File: src/ll_sync_pkg.sv
/*
 * Logic-link auto-sync shared definitions
 * Delay width, sequencer states and configuration opcodes
 */

`default_nettype none

package ll_sync_pkg;

  // Width of every online delay and of the skew count
  localparam int DELAY_W = 16;

  // Link sequencer states
  // RX comes up first, TX follows once every channel is RX ready
  typedef enum logic [1:0] {
    ST_IDLE  = 2'd0,
    ST_RX_UP = 2'd1,
    ST_TX_UP = 2'd2,
    ST_RUN   = 2'd3
  } seq_state_t;

  // Configuration port opcodes
  // X is the RX online delay
  // Z runs from TX online to word alignment
  // Y runs from the second marker to channel alignment
  typedef enum logic [1:0] {
    OP_NOP   = 2'd0,
    OP_SET_X = 2'd1,
    OP_SET_Y = 2'd2,
    OP_SET_Z = 2'd3
  } cfg_op_t;

endpackage

`default_nettype wire

File: src/level_delay.sv
/*
 * Level delay
 * Delays the rising edge of enable by a programmed cycle count,
 * drops the output as soon as enable is seen low
 */

`timescale 1ns/1ps
`default_nettype none

module level_delay (
  input  logic                          clk_wr,
  input  logic                          rst_wr_n,
  input  logic                          enable,
  input  logic [ll_sync_pkg::DELAY_W-1:0] delay_value,
  output logic                          delayed_en
);

  import ll_sync_pkg::*;

  // Cycles seen with enable high, minus one
  logic [DELAY_W-1:0] count;

  // Saturating counter
  // Cleared whenever enable is low
  always_ff @(posedge clk_wr or negedge rst_wr_n) begin
    if (!rst_wr_n) begin
      count <= '0;
    end else if (!enable) begin
      count <= '0;
    end else if (count != {DELAY_W{1'b1}}) begin
      count <= count + DELAY_W'(1);
    end
  end

  // Slow rise once the count reaches the delay, fast drop
  // Count equals k-1 on the k-th high edge, so the rise lands on edge delay_value+1
  always_ff @(posedge clk_wr or negedge rst_wr_n) begin
    if (!rst_wr_n) begin
      delayed_en <= 1'b0;
    end else if (!enable) begin
      delayed_en <= 1'b0;
    end else if (count >= delay_value) begin
      delayed_en <= 1'b1;
    end
  end

endmodule

`default_nettype wire

File: src/ll_auto_sync.sv
/*
 * Per-channel logic-link auto-sync
 * Delays RX and TX online, masks the user marker after word alignment
 * and lets exactly one user strobe through for channel alignment
 */

`timescale 1ns/1ps
`default_nettype none

module ll_auto_sync #(
  parameter int MARKER_WIDTH        = 1,
  parameter bit PERSISTENT_MARKER   = 1'b0,
  parameter bit PERSISTENT_STROBE   = 1'b0,
  parameter bit NO_MARKER           = 1'b0,
  parameter bit DISABLE_TX_AUTOSYNC = 1'b0,
  parameter bit DISABLE_RX_AUTOSYNC = 1'b0
) (
  input  logic                            clk_wr,
  input  logic                            rst_wr_n,
  // TX control
  input  logic                            tx_online,
  input  logic [ll_sync_pkg::DELAY_W-1:0] delay_y_value,
  input  logic [ll_sync_pkg::DELAY_W-1:0] delay_z_value,
  output logic                            tx_online_delay,
  // User marker and strobe
  input  logic [MARKER_WIDTH-1:0]         tx_mrk_userbit,
  input  logic                            tx_stb_userbit,
  output logic [MARKER_WIDTH-1:0]         tx_auto_mrk_userbit,
  output logic                            tx_auto_stb_userbit,
  // RX control
  input  logic                            rx_online,
  input  logic [ll_sync_pkg::DELAY_W-1:0] delay_x_value,
  output logic                            rx_online_delay
);

  logic z_done;
  logic y_done;
  logic y_enable;
  logic rx_x_done;
  logic mrk_seen;
  logic first_mrk;
  logic first_stb;
  logic second_mrk;

  ////////////////////////////////////////////////////////////////////////////
  // Online delays
  ////////////////////////////////////////////////////////////////////////////

  // Z: TX online until word alignment, user marker stops here
  level_delay level_delay_z (
    .clk_wr      (clk_wr),
    .rst_wr_n    (rst_wr_n),
    .enable      (tx_online),
    .delay_value (delay_z_value),
    .delayed_en  (z_done)
  );

  // Y: second marker until channel alignment done
  assign y_enable = z_done & second_mrk;

  level_delay level_delay_y (
    .clk_wr      (clk_wr),
    .rst_wr_n    (rst_wr_n),
    .enable      (y_enable),
    .delay_value (delay_y_value),
    .delayed_en  (y_done)
  );

  // X: RX online delay
  level_delay level_delay_x (
    .clk_wr      (clk_wr),
    .rst_wr_n    (rst_wr_n),
    .enable      (rx_online),
    .delay_value (delay_x_value),
    .delayed_en  (rx_x_done)
  );

  ////////////////////////////////////////////////////////////////////////////
  // Marker and strobe tracking
  ////////////////////////////////////////////////////////////////////////////

  // Without a marker the strobe stands in for it
  assign mrk_seen = NO_MARKER ? tx_stb_userbit : (|tx_mrk_userbit);

  // First marker after Z, dropped with Z
  always_ff @(posedge clk_wr or negedge rst_wr_n) begin
    if (!rst_wr_n) begin
      first_mrk <= 1'b0;
    end else if (!z_done) begin
      first_mrk <= 1'b0;
    end else if (mrk_seen) begin
      first_mrk <= 1'b1;
    end
  end

  // The single strobe that follows the first marker
  always_ff @(posedge clk_wr or negedge rst_wr_n) begin
    if (!rst_wr_n) begin
      first_stb <= 1'b0;
    end else if (!first_mrk) begin
      first_stb <= 1'b0;
    end else if (tx_stb_userbit) begin
      first_stb <= 1'b1;
    end
  end

  // Second marker closes the strobe window
  // In no-marker mode the next strobe does it
  always_ff @(posedge clk_wr or negedge rst_wr_n) begin
    if (!rst_wr_n) begin
      second_mrk <= 1'b0;
    end else if (!first_mrk) begin
      second_mrk <= 1'b0;
    end else if (NO_MARKER ? tx_stb_userbit : (first_stb & (|tx_mrk_userbit))) begin
      second_mrk <= 1'b1;
    end
  end

  ////////////////////////////////////////////////////////////////////////////
  // Output gating
  ////////////////////////////////////////////////////////////////////////////

  // User marker masked once word alignment has started
  assign tx_auto_mrk_userbit = (DISABLE_TX_AUTOSYNC || PERSISTENT_MARKER) ? tx_mrk_userbit :
                               (tx_mrk_userbit & {MARKER_WIDTH{~first_mrk}});

  // One strobe word between first and second marker
  assign tx_auto_stb_userbit = (DISABLE_TX_AUTOSYNC || PERSISTENT_STROBE) ? tx_stb_userbit :
                               (tx_stb_userbit & first_mrk & ~second_mrk);

  // Delayed onlines, or straight through when bypassed
  assign tx_online_delay = DISABLE_TX_AUTOSYNC ? tx_online : y_done;
  assign rx_online_delay = DISABLE_RX_AUTOSYNC ? rx_online : rx_x_done;

endmodule

`default_nettype wire

File: src/ll_sync_seq.sv
/*
 * Link online sequencer
 * Holds the per-channel X, Y and Z delays and raises RX online,
 * then TX online, for all channels
 */

`timescale 1ns/1ps
`default_nettype none

module ll_sync_seq #(
  parameter  int NUM_CH = 4,
  localparam int CH_W   = (NUM_CH > 1) ? $clog2(NUM_CH) : 1
) (
  input  logic                                   clk_wr,
  input  logic                                   rst_wr_n,
  input  logic                                   link_en,
  input  logic                                   cfg_wr,
  input  ll_sync_pkg::cfg_op_t                   cfg_op,
  input  logic [CH_W-1:0]                        cfg_chan,
  input  logic [ll_sync_pkg::DELAY_W-1:0]        cfg_data,
  input  logic                                   rx_all_ready,
  input  logic                                   tx_all_ready,
  output logic [NUM_CH-1:0]                      tx_online,
  output logic [NUM_CH-1:0]                      rx_online,
  output logic [NUM_CH*ll_sync_pkg::DELAY_W-1:0] delay_x,
  output logic [NUM_CH*ll_sync_pkg::DELAY_W-1:0] delay_y,
  output logic [NUM_CH*ll_sync_pkg::DELAY_W-1:0] delay_z,
  output ll_sync_pkg::seq_state_t                link_state
);

  import ll_sync_pkg::*;

  seq_state_t state;
  seq_state_t state_nxt;
  logic       cfg_ok;

  // Delays only change while the link is down
  assign cfg_ok = cfg_wr & (state == ST_IDLE);

  ////////////////////////////////////////////////////////////////////////////
  // Per-channel delay registers
  ////////////////////////////////////////////////////////////////////////////

  for (genvar g = 0; g < NUM_CH; g++) begin : g_dly
    always_ff @(posedge clk_wr or negedge rst_wr_n) begin
      if (!rst_wr_n) begin
        delay_x[g*DELAY_W +: DELAY_W] <= '0;
        delay_y[g*DELAY_W +: DELAY_W] <= '0;
        delay_z[g*DELAY_W +: DELAY_W] <= '0;
      end else if (cfg_ok && (cfg_chan == CH_W'(g))) begin
        case (cfg_op)
          OP_SET_X: delay_x[g*DELAY_W +: DELAY_W] <= cfg_data;
          OP_SET_Y: delay_y[g*DELAY_W +: DELAY_W] <= cfg_data;
          OP_SET_Z: delay_z[g*DELAY_W +: DELAY_W] <= cfg_data;
          default: ;
        endcase
      end
    end
  end

  ////////////////////////////////////////////////////////////////////////////
  // Online FSM
  ////////////////////////////////////////////////////////////////////////////

  always_comb begin
    state_nxt = state;
    if (!link_en) begin
      // Link drop wins from any state
      state_nxt = ST_IDLE;
    end else begin
      case (state)
        ST_IDLE:  state_nxt = ST_RX_UP;
        ST_RX_UP: if (rx_all_ready) state_nxt = ST_TX_UP;
        ST_TX_UP: if (tx_all_ready) state_nxt = ST_RUN;
        default:  state_nxt = ST_RUN;
      endcase
    end
  end

  always_ff @(posedge clk_wr or negedge rst_wr_n) begin
    if (!rst_wr_n) begin
      state <= ST_IDLE;
    end else begin
      state <= state_nxt;
    end
  end

  // Onlines decode straight from the state register
  assign rx_online  = {NUM_CH{state != ST_IDLE}};
  assign tx_online  = {NUM_CH{(state == ST_TX_UP) || (state == ST_RUN)}};
  assign link_state = state;

endmodule

`default_nettype wire

File: src/ll_sync_collect.sv
/*
 * Link ready collector
 * Combines per-channel delayed onlines into link ready flags and
 * counts the TX skew between first and last channel
 */

`timescale 1ns/1ps
`default_nettype none

module ll_sync_collect #(
  parameter int NUM_CH = 4
) (
  input  logic                            clk_wr,
  input  logic                            rst_wr_n,
  input  logic [NUM_CH-1:0]               tx_online_delay,
  input  logic [NUM_CH-1:0]               rx_online_delay,
  output logic                            tx_all_ready,
  output logic                            rx_all_ready,
  output logic [ll_sync_pkg::DELAY_W-1:0] tx_skew
);

  import ll_sync_pkg::*;

  logic tx_any;
  logic tx_all;
  logic skew_done;

  assign tx_any = |tx_online_delay;
  assign tx_all = &tx_online_delay;

  // Ready flags, one cycle after the last channel
  always_ff @(posedge clk_wr or negedge rst_wr_n) begin
    if (!rst_wr_n) begin
      tx_all_ready <= 1'b0;
      rx_all_ready <= 1'b0;
    end else begin
      tx_all_ready <= tx_all;
      rx_all_ready <= &rx_online_delay;
    end
  end

  ////////////////////////////////////////////////////////////////////////////
  // TX skew
  ////////////////////////////////////////////////////////////////////////////

  // Count cycles with some but not all channels online
  // Frozen once all are up, cleared when none are
  always_ff @(posedge clk_wr or negedge rst_wr_n) begin
    if (!rst_wr_n) begin
      tx_skew   <= '0;
      skew_done <= 1'b0;
    end else if (!tx_any) begin
      tx_skew   <= '0;
      skew_done <= 1'b0;
    end else if (tx_all) begin
      skew_done <= 1'b1;
    end else if (!skew_done && (tx_skew != {DELAY_W{1'b1}})) begin
      tx_skew <= tx_skew + DELAY_W'(1);
    end
  end

endmodule

`default_nettype wire

File: src/ll_sync_top.sv
/*
 * Multi-channel logic-link auto-sync top
 * Sequencer, one auto-sync block per channel and the ready collector
 */

`timescale 1ns/1ps
`default_nettype none

module ll_sync_top #(
  parameter  int NUM_CH              = 4,
  parameter  int MARKER_WIDTH        = 1,
  parameter  bit PERSISTENT_MARKER   = 1'b0,
  parameter  bit PERSISTENT_STROBE   = 1'b0,
  parameter  bit NO_MARKER           = 1'b0,
  parameter  bit DISABLE_TX_AUTOSYNC = 1'b0,
  parameter  bit DISABLE_RX_AUTOSYNC = 1'b0,
  localparam int CH_W                = (NUM_CH > 1) ? $clog2(NUM_CH) : 1
) (
  input  logic                             clk_wr,
  input  logic                             rst_wr_n,
  input  logic                             link_en,
  // Configuration port
  input  logic                             cfg_wr,
  input  ll_sync_pkg::cfg_op_t             cfg_op,
  input  logic [CH_W-1:0]                  cfg_chan,
  input  logic [ll_sync_pkg::DELAY_W-1:0]  cfg_data,
  // User bits, one slice per channel
  input  logic [NUM_CH*MARKER_WIDTH-1:0]   tx_mrk_userbit,
  input  logic [NUM_CH-1:0]                tx_stb_userbit,
  output logic [NUM_CH*MARKER_WIDTH-1:0]   tx_auto_mrk_userbit,
  output logic [NUM_CH-1:0]                tx_auto_stb_userbit,
  // Link status
  output logic [NUM_CH-1:0]                tx_online_delay,
  output logic [NUM_CH-1:0]                rx_online_delay,
  output logic                             tx_all_ready,
  output logic                             rx_all_ready,
  output ll_sync_pkg::seq_state_t          link_state,
  output logic [ll_sync_pkg::DELAY_W-1:0]  tx_skew
);

  import ll_sync_pkg::*;

  logic [NUM_CH-1:0]         tx_online;
  logic [NUM_CH-1:0]         rx_online;
  logic [NUM_CH*DELAY_W-1:0] delay_x;
  logic [NUM_CH*DELAY_W-1:0] delay_y;
  logic [NUM_CH*DELAY_W-1:0] delay_z;

  ll_sync_seq #(.NUM_CH(NUM_CH)) ll_sync_seq_inst (
    .clk_wr       (clk_wr),
    .rst_wr_n     (rst_wr_n),
    .link_en      (link_en),
    .cfg_wr       (cfg_wr),
    .cfg_op       (cfg_op),
    .cfg_chan     (cfg_chan),
    .cfg_data     (cfg_data),
    .rx_all_ready (rx_all_ready),
    .tx_all_ready (tx_all_ready),
    .tx_online    (tx_online),
    .rx_online    (rx_online),
    .delay_x      (delay_x),
    .delay_y      (delay_y),
    .delay_z      (delay_z),
    .link_state   (link_state)
  );

  // One auto-sync block per channel
  for (genvar ch = 0; ch < NUM_CH; ch++) begin : g_ch
    ll_auto_sync #(
      .MARKER_WIDTH        (MARKER_WIDTH),
      .PERSISTENT_MARKER   (PERSISTENT_MARKER),
      .PERSISTENT_STROBE   (PERSISTENT_STROBE),
      .NO_MARKER           (NO_MARKER),
      .DISABLE_TX_AUTOSYNC (DISABLE_TX_AUTOSYNC),
      .DISABLE_RX_AUTOSYNC (DISABLE_RX_AUTOSYNC)
    ) ll_auto_sync_inst (
      .clk_wr              (clk_wr),
      .rst_wr_n            (rst_wr_n),
      .tx_online           (tx_online[ch]),
      .delay_y_value       (delay_y[ch*DELAY_W +: DELAY_W]),
      .delay_z_value       (delay_z[ch*DELAY_W +: DELAY_W]),
      .tx_online_delay     (tx_online_delay[ch]),
      .tx_mrk_userbit      (tx_mrk_userbit[ch*MARKER_WIDTH +: MARKER_WIDTH]),
      .tx_stb_userbit      (tx_stb_userbit[ch]),
      .tx_auto_mrk_userbit (tx_auto_mrk_userbit[ch*MARKER_WIDTH +: MARKER_WIDTH]),
      .tx_auto_stb_userbit (tx_auto_stb_userbit[ch]),
      .rx_online           (rx_online[ch]),
      .delay_x_value       (delay_x[ch*DELAY_W +: DELAY_W]),
      .rx_online_delay     (rx_online_delay[ch])
    );
  end

  ll_sync_collect #(.NUM_CH(NUM_CH)) ll_sync_collect_inst (
    .clk_wr          (clk_wr),
    .rst_wr_n        (rst_wr_n),
    .tx_online_delay (tx_online_delay),
    .rx_online_delay (rx_online_delay),
    .tx_all_ready    (tx_all_ready),
    .rx_all_ready    (rx_all_ready),
    .tx_skew         (tx_skew)
  );

endmodule

`default_nettype wire

File: config.mk
export PLATFORM = sky130hd
export DESIGN_NAME = ll_sync_top
export DESIGN_NICKNAME = d
export VERILOG_FILES = /design/src/ll_sync_pkg.sv /design/src/level_delay.sv /design/src/ll_auto_sync.sv /design/src/ll_sync_seq.sv /design/src/ll_sync_collect.sv /design/src/ll_sync_top.sv
export SDC_FILE = /design/constraint.sdc
export NUM_CORES = 1
export LEC_CHECK = 0
export BUFFER_PORTS_ARGS = -buffer_cell sky130_fd_sc_hd__clkbuf_2
export CORE_ASPECT_RATIO = 0.9
export CORE_UTILIZATION = 45
export CTS_BUF_LIST = sky130_fd_sc_hd__clkbuf_4
export DETAILED_ROUTE_END_ITERATION = 12
export PLACE_DENSITY = 0.57
export SETUP_SLACK_MARGIN = 0.3
export SLEW_MARGIN = 20
export SYNTH_ARGS = -nofsm -noshare
export SYNTH_HDL_FRONTEND = slang
export SYNTH_HIERARCHICAL = 1
export SYNTH_SLANG_ARGS = --single-unit
File: constraint.sdc
create_clock -name clk_wr -period 5.09 [get_ports clk_wr]
set_input_delay 0 -clock clk_wr [delete_from_list [all_inputs] [get_ports clk_wr]]
set_output_delay 0 -clock clk_wr [all_outputs]
set_load 0.01 [all_outputs]
==> results.yml, run 1 <==
worst_setup_path:
  cp-start-kind: "flop"
  crit_type: "flop to flop"
  r2r_cells: 5
  r2r-start: "ll_sync_seq_inst/link_state[1]"
  r2r_slack_ns: 1.47
  worstPathArrival_ns: 4.42
  critPathMaxFanout: 28
  reg2reg_to: "ll_sync_seq_inst/delay_x[30]"
  worstSetupEndpointType: "flop"
  critPathRequiredTime_ns: 5.89
finish:
  n_fill_cell: 5035
  syn_to_final_growth_pct: 11.3
  final_area_mm2: 0.0281
  nets: 2863
  final-seq-area_mm2: 0.0107
  drive_gt1_share_pct: 20.6
  multi_input_area_mm2: 0.0132
floorplanning:
  start_util_pct: 46.0
  rows: 81
  ioPinCount: 68
  core_mm2: 0.0548
  dieWidth_um: 252
  fp.dieH_um: 227
  die-area_mm2: 0.0570
grt:
  grt_pass1_wl_um: 102000
  grt_overflow: 0
  grt_pass1_vias: 19300
  grt_max_degree: 139
  track_usage_pct: 22.5
  antenna_found_initial: 12
route:
  vias: 19500
  dr.pass1.iters: 5
  drt_iter0_markers: 1029
  drc_errors: 0
  viasPerCell: 5.64
  wl_per_cell_um: 18.2
  detail-route-antenna-nets: 0
  routed_wl_um: 62900
synth:
  synth_common_cells: "429 x dfrtp_1, 248 x nand2_1, 205 x ha_1, 200 x inv_1, 192 x mux2_2"
  seq_area_frac_synth_pct: 42.6
  async_reset_ff_share_pct: 100
  synth-seq-cells: 429
  yosys.cell_count.top_type: "dfrtp_1"
  synth_edf_count: 0
  synth_area_leader_cell: "dfrtp_1"
  synth_cell_types: 64
  yosys_warnings: 6
  postSynthCellCount: 2476
  syn_area_per_cell_um2: 10.2
  synth_flop_cell: "dfrtp_1"
  syn_nets: 2713
  synth.area.top_cells: "dfrtp_1 43%, ha_1 10%, mux2_2 8.6%"
  synth_top_area_share_pct: 42.6
  synthesis.area_mm2: 0.0252
clock_tree:
  clkTransAtPathRegs_ns: 0.07
  cts_buffer_depth: 3
  post_cts_buffers: 0
  cts_root_buffer: "clkbuf_4"
  clock_latency_ns: 0.91
  cts_num_sinks: 429
  htree_levels: 3
  numCtsBuffers: 115
  cts_tree: "yes"
power_and_ir_drop:
  power_density_mw_per_mm2: 289
  power.leakage_nw: 12.3
  max-vdd-ir-drop_v: 0.000178
sta:
  max_freq_ghz: 0.276
  min_period_ns: 3.62
  setup_viol: 0
  fin_crit_sh_pct: 71.2
  rsz0062_at_grt: "no"
  tns_ns: 0
  worstMarginPinSlew_ns: 0.975
  finalClockSkew_ns: 0.0575
  final_hold_viol_count: 0
  slew_viol_final: 0
  slew_headroom_pct: 34.4
min_path:
  worst_hold_startpoint: "cfg_data[8]"
  min_to: "ll_sync_seq_inst/delay_x[56]"
  holdCritPathClass: "input port to flop"
  min_path_cells: 3
run_status:
  outcome: "finished, final reports clean"
job:
  drv_cap: 0
placed_design:
  gp_congestion: 0.833
  placed_area_mm2: 0.0262
  port_buffers: 67
  place_hpwl_um: 41900
[stage by stage]
stage               utilization (%)  setup slack, ns  instances  hold slack [ns]  power, mW
finish                         51.2             1.47       3457            0.347       8.10
global route                   51.2             1.32       3456            0.254       8.63
CTS                            51.2             1.48       3450            0.237       8.26
detailed placement             47.7             2.15       3209           0.0484       5.11
global placement               47.7             2.15       3209           0.0516       5.05
floorplan                         -             3.02       2476           -0.296       4.73
[placed cells by master (no fill, tap or decap), drive strengths merged, types with 20 or more instances in the layout]
| cell type | n |
|---|---|
| mux2i | 73 |
| nand2b | 60 |
| nor3 | 42 |
| o311ai | 24 |
| nand2 | 248 |
| a21oi | 175 |
| o21a | 20 |
| nor2 | 59 |
| or4 | 25 |
| dfrtp | 429 |
| o21ai | 91 |
| clkinv | 29 |
| inv | 204 |
| dlygate4sd3 | 46 |
| nand3 | 93 |
| clkbuf | 237 |
| a31oi | 29 |
| and3 | 53 |
| nor4 | 22 |
| and2 | 29 |
| mux2 | 192 |
| nand4 | 65 |
| nor4b | 25 |
| o41ai | 24 |
| ha | 205 |
[where the power goes]
group / internal, mW / switching [mW]
Clock: 1.56 / 1.47
Combinational: 0.533 / 0.619
Sequential: 3.74 / 0.180
Total: 5.84 / 2.27
[registers in the layout (all words and copies together), names as in the netlist, 2 cells and up]
signal	count
g_ch.ll_auto_sync_inst/level_delay_x/delayed_en	4
ll_sync_seq_inst/link_state	2
ll_sync_seq_inst/delay_z	64
g_ch.ll_auto_sync_inst/second_mrk	4
g_ch.ll_auto_sync_inst/level_delay_y/delayed_en	4
ll_sync_seq_inst/delay_y	64
g_ch.ll_auto_sync_inst/first_mrk	4
g_ch.ll_auto_sync_inst/level_delay_z/count	64
ll_sync_collect_inst/tx_skew	16
g_ch.ll_auto_sync_inst/first_stb	4
g_ch.ll_auto_sync_inst/level_delay_x/count	64
g_ch.ll_auto_sync_inst/level_delay_y/count	64
g_ch.ll_auto_sync_inst/level_delay_z/delayed_en	4
ll_sync_seq_inst/delay_x	64
[area by class of cell]
type	count	area share [%]
inverters	213	2.85
diodes	7	0.0624
multi-input cells	1743	47.2
repair buffers	124	3.33
well taps	747	3.33
clock inverters	23	0.450
flip-flops and latches	429	38.3
clock buffers	171	4.57
[repair_timing]
action | 4_1_cts | 5_1_grt
hold buffers | 47 | 0
hold endpoints to repair | 635 | 0
resized for setup | 0 | 0
[worst max-delay path by stage]
stage | startpoint | endpoint | cells past startpoint
after floorplan | ll_sync_seq_inst/link_state[0] | ll_sync_seq_inst/delay_x[21] | 5
after global placement | ll_sync_seq_inst/link_state[1] | g_ch[3].ll_auto_sync_inst/level_delay_x/count[7] | 5
after detailed placement | ll_sync_seq_inst/link_state[1] | g_ch[0].ll_auto_sync_inst/level_delay_x/count[7] | 5
after CTS | ll_sync_seq_inst/link_state[1] | ll_sync_seq_inst/delay_x[30] | 5
after global routing | ll_sync_seq_inst/link_state[1] | ll_sync_seq_inst/delay_x[30] | 5
final | ll_sync_seq_inst/link_state[1] | ll_sync_seq_inst/delay_x[30] | 5
[cells by family after synthesis]
kind of cell	after synthesis	share of synthesized area [%]
compound gates	479	12.1
fa+ha+maj	205	10.2
buf+inv	304	4.93
flops	429	42.6
mux	265	11.5
simple gates	794	18.7
[per-layer routing]
layer	part of all wire, %	up-vias	GRT usage (%)
li1	-	9464	-
met2	47	371	36.5
met1	46	9561	29.8
met3	4.9	105	4.98
met5	0.035	-	0
met4	2.2	4	7.30
[worst max-delay path, cell delays in order, from the launching register on]
cell and delay, ns:
dfrtp_2 0.58, or4b_1 0.71, nor3_4 0.20, dlygate4sd3_1 1.04, mux2_2 0.41, dlygate4sd3_1 0.56
Note: power is estimated with default switching activity, not from simulation.
==> run 2, diff against run 1 <==
Settings changed: PLACE_DENSITY 0.57 to 0.59.
Clock period 5.09 ns to 3.09 ns, I/O delays scaled along.
==> results.yml, run 2 (synthesized netlist as in run 1, its figures left out) <==
grt:
  grt_max_degree: 80
  grt_pass1_wl_um: 102000
  grt_pass1_vias: 19400
  track_usage_pct: 22.4
  antenna_found_initial: 11
  grt_overflow: 0
floorplanning:
  core_mm2: 0.0548
  ioPinCount: 68
  die-area_mm2: 0.0570
  start_util_pct: 46.0
  fp.dieH_um: 227
  rows: 81
  dieWidth_um: 252
power_and_ir_drop:
  power_density_mw_per_mm2: 468
  max-vdd-ir-drop_v: 0.000269
  power.leakage_nw: 12.3
sta:
  finalClockSkew_ns: 0.0606
  tns_ns: 0
  worst_slack_ns: 0.442
  slew_headroom_pct: 40.4
  rsz0062_at_grt: "no"
  final_hold_viol_count: 0
  worstMarginPinSlew_ns: 0.886
  slew_viol_final: 0
  max_freq_ghz: 0.378
  setup_viol: 0
  min_period_ns: 2.65
  fin_crit_sh_pct: 85.7
placed_design:
  place_hpwl_um: 41800
  gp_congestion: 0.857
  port_buffers: 67
  place_ws_ns: 0.716
  placedCellCount: 3224
route:
  drt_iter0_markers: 1228
  dr.pass1.iters: 5
  routed_wl_um: 62500
  viasPerCell: 5.67
  wl_met1_um: 28700
  drc_errors: 0
  vias: 19600
  met2WireLength_um: 29300
  wl_met3_um: 3340
  highest_layer: "met5"
  wl_per_cell_um: 18.1
  detail-route-antenna-nets: 0
worst_setup_path:
  critPathMaxFanout: 16
  r2r_cells: 5
  worstSetupEndpointType: "flop"
  cp-start-kind: "flop"
  crit_type: "flop to flop"
  critPathRequiredTime_ns: 3.84
  worstPathArrival_ns: 3.39
clock_tree:
  cts_buffer_depth: 3
  numCtsBuffers: 116
  cts_tree: "yes"
  post_cts_buffers: 0
  cts_root_buffer: "clkbuf_4"
  clkTransAtPathRegs_ns: 0.06
  cts_num_sinks: 429
  htree_levels: 3
  clock_latency_ns: 0.91
  postCtsResizedCells: 0
min_path:
  holdCritPathClass: "input port to flop"
  min_path_cells: 3
finish:
  nets: 2876
  final_cells: 3461
  final_common_cell: "dfrtp_1"
  syn_to_final_growth_pct: 11.4
  drive_gt1_share_pct: 20.6
  final_cell_mix: "428 x dfrtp_1, 248 x nand2_1, 205 x ha_1, 200 x inv_1, 192 x mux2_2"
run_status:
  outcome: "finished, final reports clean"
job:
  drv_cap: 0
[run 2: cell count changes in the layout (fill, tap and decap cells not counted), moves of 2 or more]
cell           previous run  this run
clkinv_2                  1         4
clkbuf_4                171       155
buf_4                     8        20
buf_12                    2         5
inv_2                     4         2
clkinv_1                 27        33
dlygate4sd3_1            46        43
[run 2: worst max-delay path: stages, from the launching register on]
cell	delay [ns]
dfrtp_1	0.47
or4b_1	0.70
nor2_2	0.14
dlygate4sd3_1	0.55
buf_4	0.25
mux2_2	0.36
[run 2: per-stage QoR]
step	power [mW]	instance area, µm²	hold slack, ns	util, %
floorplan	7.79	25200	-0.296	-
global placement	8.32	26300	0.0793	48.0
detailed placement	8.44	26300	0.0887	48.0
CTS	13.4	28100	0.223	51.2
global route	14.0	28100	0.228	51.2
finish	13.1	28100	0.318	51.2
[run 2: report_power, final]
part | internal, mW | switching (mW)
logic | 0.887 | 1.04
clock network | 2.37 | 2.39
registers | 6.16 | 0.297
[run 2: final cells by class]
class,instances,area [µm²]
multi-input combinational,1743,13200
tap,747,935
clock buffer,155,1160
antenna,8,20.0
timing repair buffer,136,1050
clock inverter,30,156
inverter,213,800
sequential,429,10700
fill,4974,26700
[run 2: worst paths after layout]
kind / startpoint / end / slack, ns
max: ll_sync_seq_inst/link_state[0] / ll_sync_seq_inst/delay_z[19] / 0.44
min: cfg_data[4] / ll_sync_seq_inst/delay_x[52] / 0.32
max reg2reg: ll_sync_seq_inst/link_state[0] / ll_sync_seq_inst/delay_z[19] / 0.44
min reg2reg: g_ch[0].ll_auto_sync_inst/first_stb / g_ch[0].ll_auto_sync_inst/first_stb / 0.48
max in group asynchronous: rst_wr_n / ll_sync_seq_inst/delay_z[35] / 2.32
min in group asynchronous: rst_wr_n / ll_sync_seq_inst/delay_y[8] / 0.36
[run 2: layer usage]
layer,vias up,track usage (%)
li1,9437,-
met2,442,36.7
met4,4,6.98
met5,-,0
met3,111,4.49
met1,9639,29.7
[run 2: what timing repair did]
| item | CTS | global route |
|---|---|---|
| endpoints found under the hold margin | 635 | 0 |
| endpoints found under the setup margin | 0 | 0 |
| hold buffers | 44 | 0 |
==> run 3, diff against run 2 <==
Settings changed: ABC_CLOCK_PERIOD_IN_PS set to 3090, CELL_PAD_IN_SITES_DETAIL_PLACEMENT set to 0, CELL_PAD_IN_SITES_GLOBAL_PLACEMENT set to 1, PLACE_DENSITY 0.59 to 0.72.
==> results.yml, run 3 (synthesized netlist as in run 1, its figures left out) <==
route:
  detail-route-antenna-nets: 0
  drc_errors: 0
  drt_iter0_markers: 1088
  vias: 19400
  viasPerCell: 5.59
  routed_wl_um: 62800
  dr.pass1.iters: 5
  wl_per_cell_um: 18.1
worst_setup_path:
  path_cells: "buf_12, nand4bb_1, dlygate4sd3_1, nor2_1, buf_4, mux2_2"
  max_stage_delay_ns: 0.65
  worstSetupEndpointType: "flop"
  cp-start-kind: "flop"
  critPathRequiredTime_ns: 3.84
  slowest_stage: "dlygate4sd3_1"
  critPathLaunch: "ll_sync_seq_inst/link_state[1]"
  critPathMaxFanout: 73
  r2r-start: "ll_sync_seq_inst/link_state[1]"
  worstPathArrival_ns: 3.28
  crit_type: "flop to flop"
clock_tree:
  htree_levels: 3
  cts_buffer_depth: 3
  cts_root_buffer: "clkbuf_4"
  clock_latency_ns: 0.88
  cts_num_sinks: 429
  numCtsBuffers: 115
  ctsHoldBuffers: 44
  post_cts_buffers: 0
  clkTransAtPathRegs_ns: 0.08
  cts_tree: "yes"
  postCtsResizedCells: 0
placed_design:
  place_hpwl_um: 42000
  port_buffers: 67
  gp_congestion: 0.809
  placed_area_mm2: 0.0263
  placedCellCount: 3226
  place_ws_ns: 0.685
sta:
  min_period_ns: 2.52
  rsz0062_at_grt: "no"
  final_hold_viol_count: 0
  max_freq_ghz: 0.396
  slew_headroom_pct: 45.3
  finalClockSkew_ns: 0.0457
  fin_crit_sh_pct: 81.7
  worstMarginPinSlew_ns: 0.817
  tns_ns: 0
  setup_viol: 0
  slew_viol_final: 0
  worst_slack_ns: 0.566
floorplanning:
  dieWidth_um: 252
  ioPinCount: 68
  core_mm2: 0.0548
  fp.dieH_um: 227
  die-area_mm2: 0.0570
  rows: 81
  start_util_pct: 46.0
finish:
  syn_to_final_growth_pct: 11.7
  final_cells: 3470
  drive_gt1_share_pct: 21.0
  final_cell_mix: "428 x dfrtp_1, 248 x nand2_1, 205 x ha_1, 200 x inv_1, 192 x mux2_2"
  nets: 2877
  final_area_mm2: 0.0282
  final_common_cell: "dfrtp_1"
grt:
  grt_max_degree: 88
  track_usage_pct: 22.4
  grt_pass1_vias: 19300
  antenna_found_initial: 10
  grt_overflow: 0
  grt_pass1_wl_um: 102000
power_and_ir_drop:
  max-vdd-ir-drop_v: 0.000238
  power.leakage_nw: 12.4
  seq_power_share_pct: 48.8
  combPwrFrac_pct: 14.4
  clkPwrFrac_pct: 36.8
  netSwitchingPower_mw: 3.76
  power_mw: 13.2
  power_density_mw_per_mm2: 470
  p_int_mw: 9.48
  p_sw_share_pct: 28.4
run_status:
  outcome: "finished, final reports clean"
min_path:
  holdCritPathClass: "input port to async pin"
job:
  drv_cap: 0
run 3: changes by cell type in the layout (fill, tap and decap cells not counted), sizes merged:
cell | previous run | this run
bufinv | 1 | 0
clkinv | 37 | 33
buf | 27 | 29
clkbuf | 221 | 232
clkinvlp | 2 | 3
run 3: final timing paths:
kind,endpoint,slack [ns],cells after the start
setup / recovery,ll_sync_seq_inst/delay_z[42],0.57,6
hold / removal,ll_sync_seq_inst/delay_y[63],0.34,4
setup reg to reg,ll_sync_seq_inst/delay_z[42],0.57,6
hold reg to reg,g_ch[3].ll_auto_sync_inst/first_stb,0.48,1
max in group asynchronous,g_ch[2].ll_auto_sync_inst/level_delay_z/count[0],2.27,4
min in group clk_wr,ll_sync_seq_inst/delay_y[36],0.35,3
run 3: area by class of cell:
type                            count  area, µm²
Clock inverter                     26        119
Inverter                          213        800
Tap cell                          747        935
Timing Repair Buffer              138       1080
Antenna cell                        8       20.0
Multi-Input combinational cell   1743      13200
Sequential cell                   429      10700
Fill cell                        4954      26700
Clock buffer                      166       1250
run 3: critical path: cells and delay by family, from the launching register on:
family / cells / cell delay, ns
multiplexers: 1 / 0.36
flip-flops: 1 / 0.47
buffers and inverters: 3 / 1.13
AND/OR/NAND/NOR: 2 / 0.43
run 3: layer usage:
layer | global-route usage, % | up-vias | wire length, µm
li1 | - | 9456 | -
met3 | 4.30 | 114 | 2630
met4 | 7.16 | 4 | 1440
met1 | 31.2 | 9478 | 30400
met5 | 0 | - | 18
met2 | 35.2 | 355 | 28300
run 3: power by group through the flow:
| stage | Sequential [mW] | Clock [mW] | Combinational (mW) |
|---|---|---|---|
| after floorplan | 6.46 | 0 | 1.34 |
| after global placement | 6.54 | 0 | 1.79 |
| after detailed placement | 6.56 | 0 | 1.87 |
| after CTS | 6.46 | 5.08 | 1.94 |
| after global routing | 6.53 | 5.38 | 2.19 |
| final | 6.46 | 4.87 | 1.91 |
run 3: stage by stage:
step                      util (%)  hold slack [ns]
after floorplan                  -           -0.296
after global placement        48.0           0.0171
after detailed placement      48.0           0.0369
after CTS                     51.3            0.227
after global routing          51.4            0.261
final                         51.4            0.340
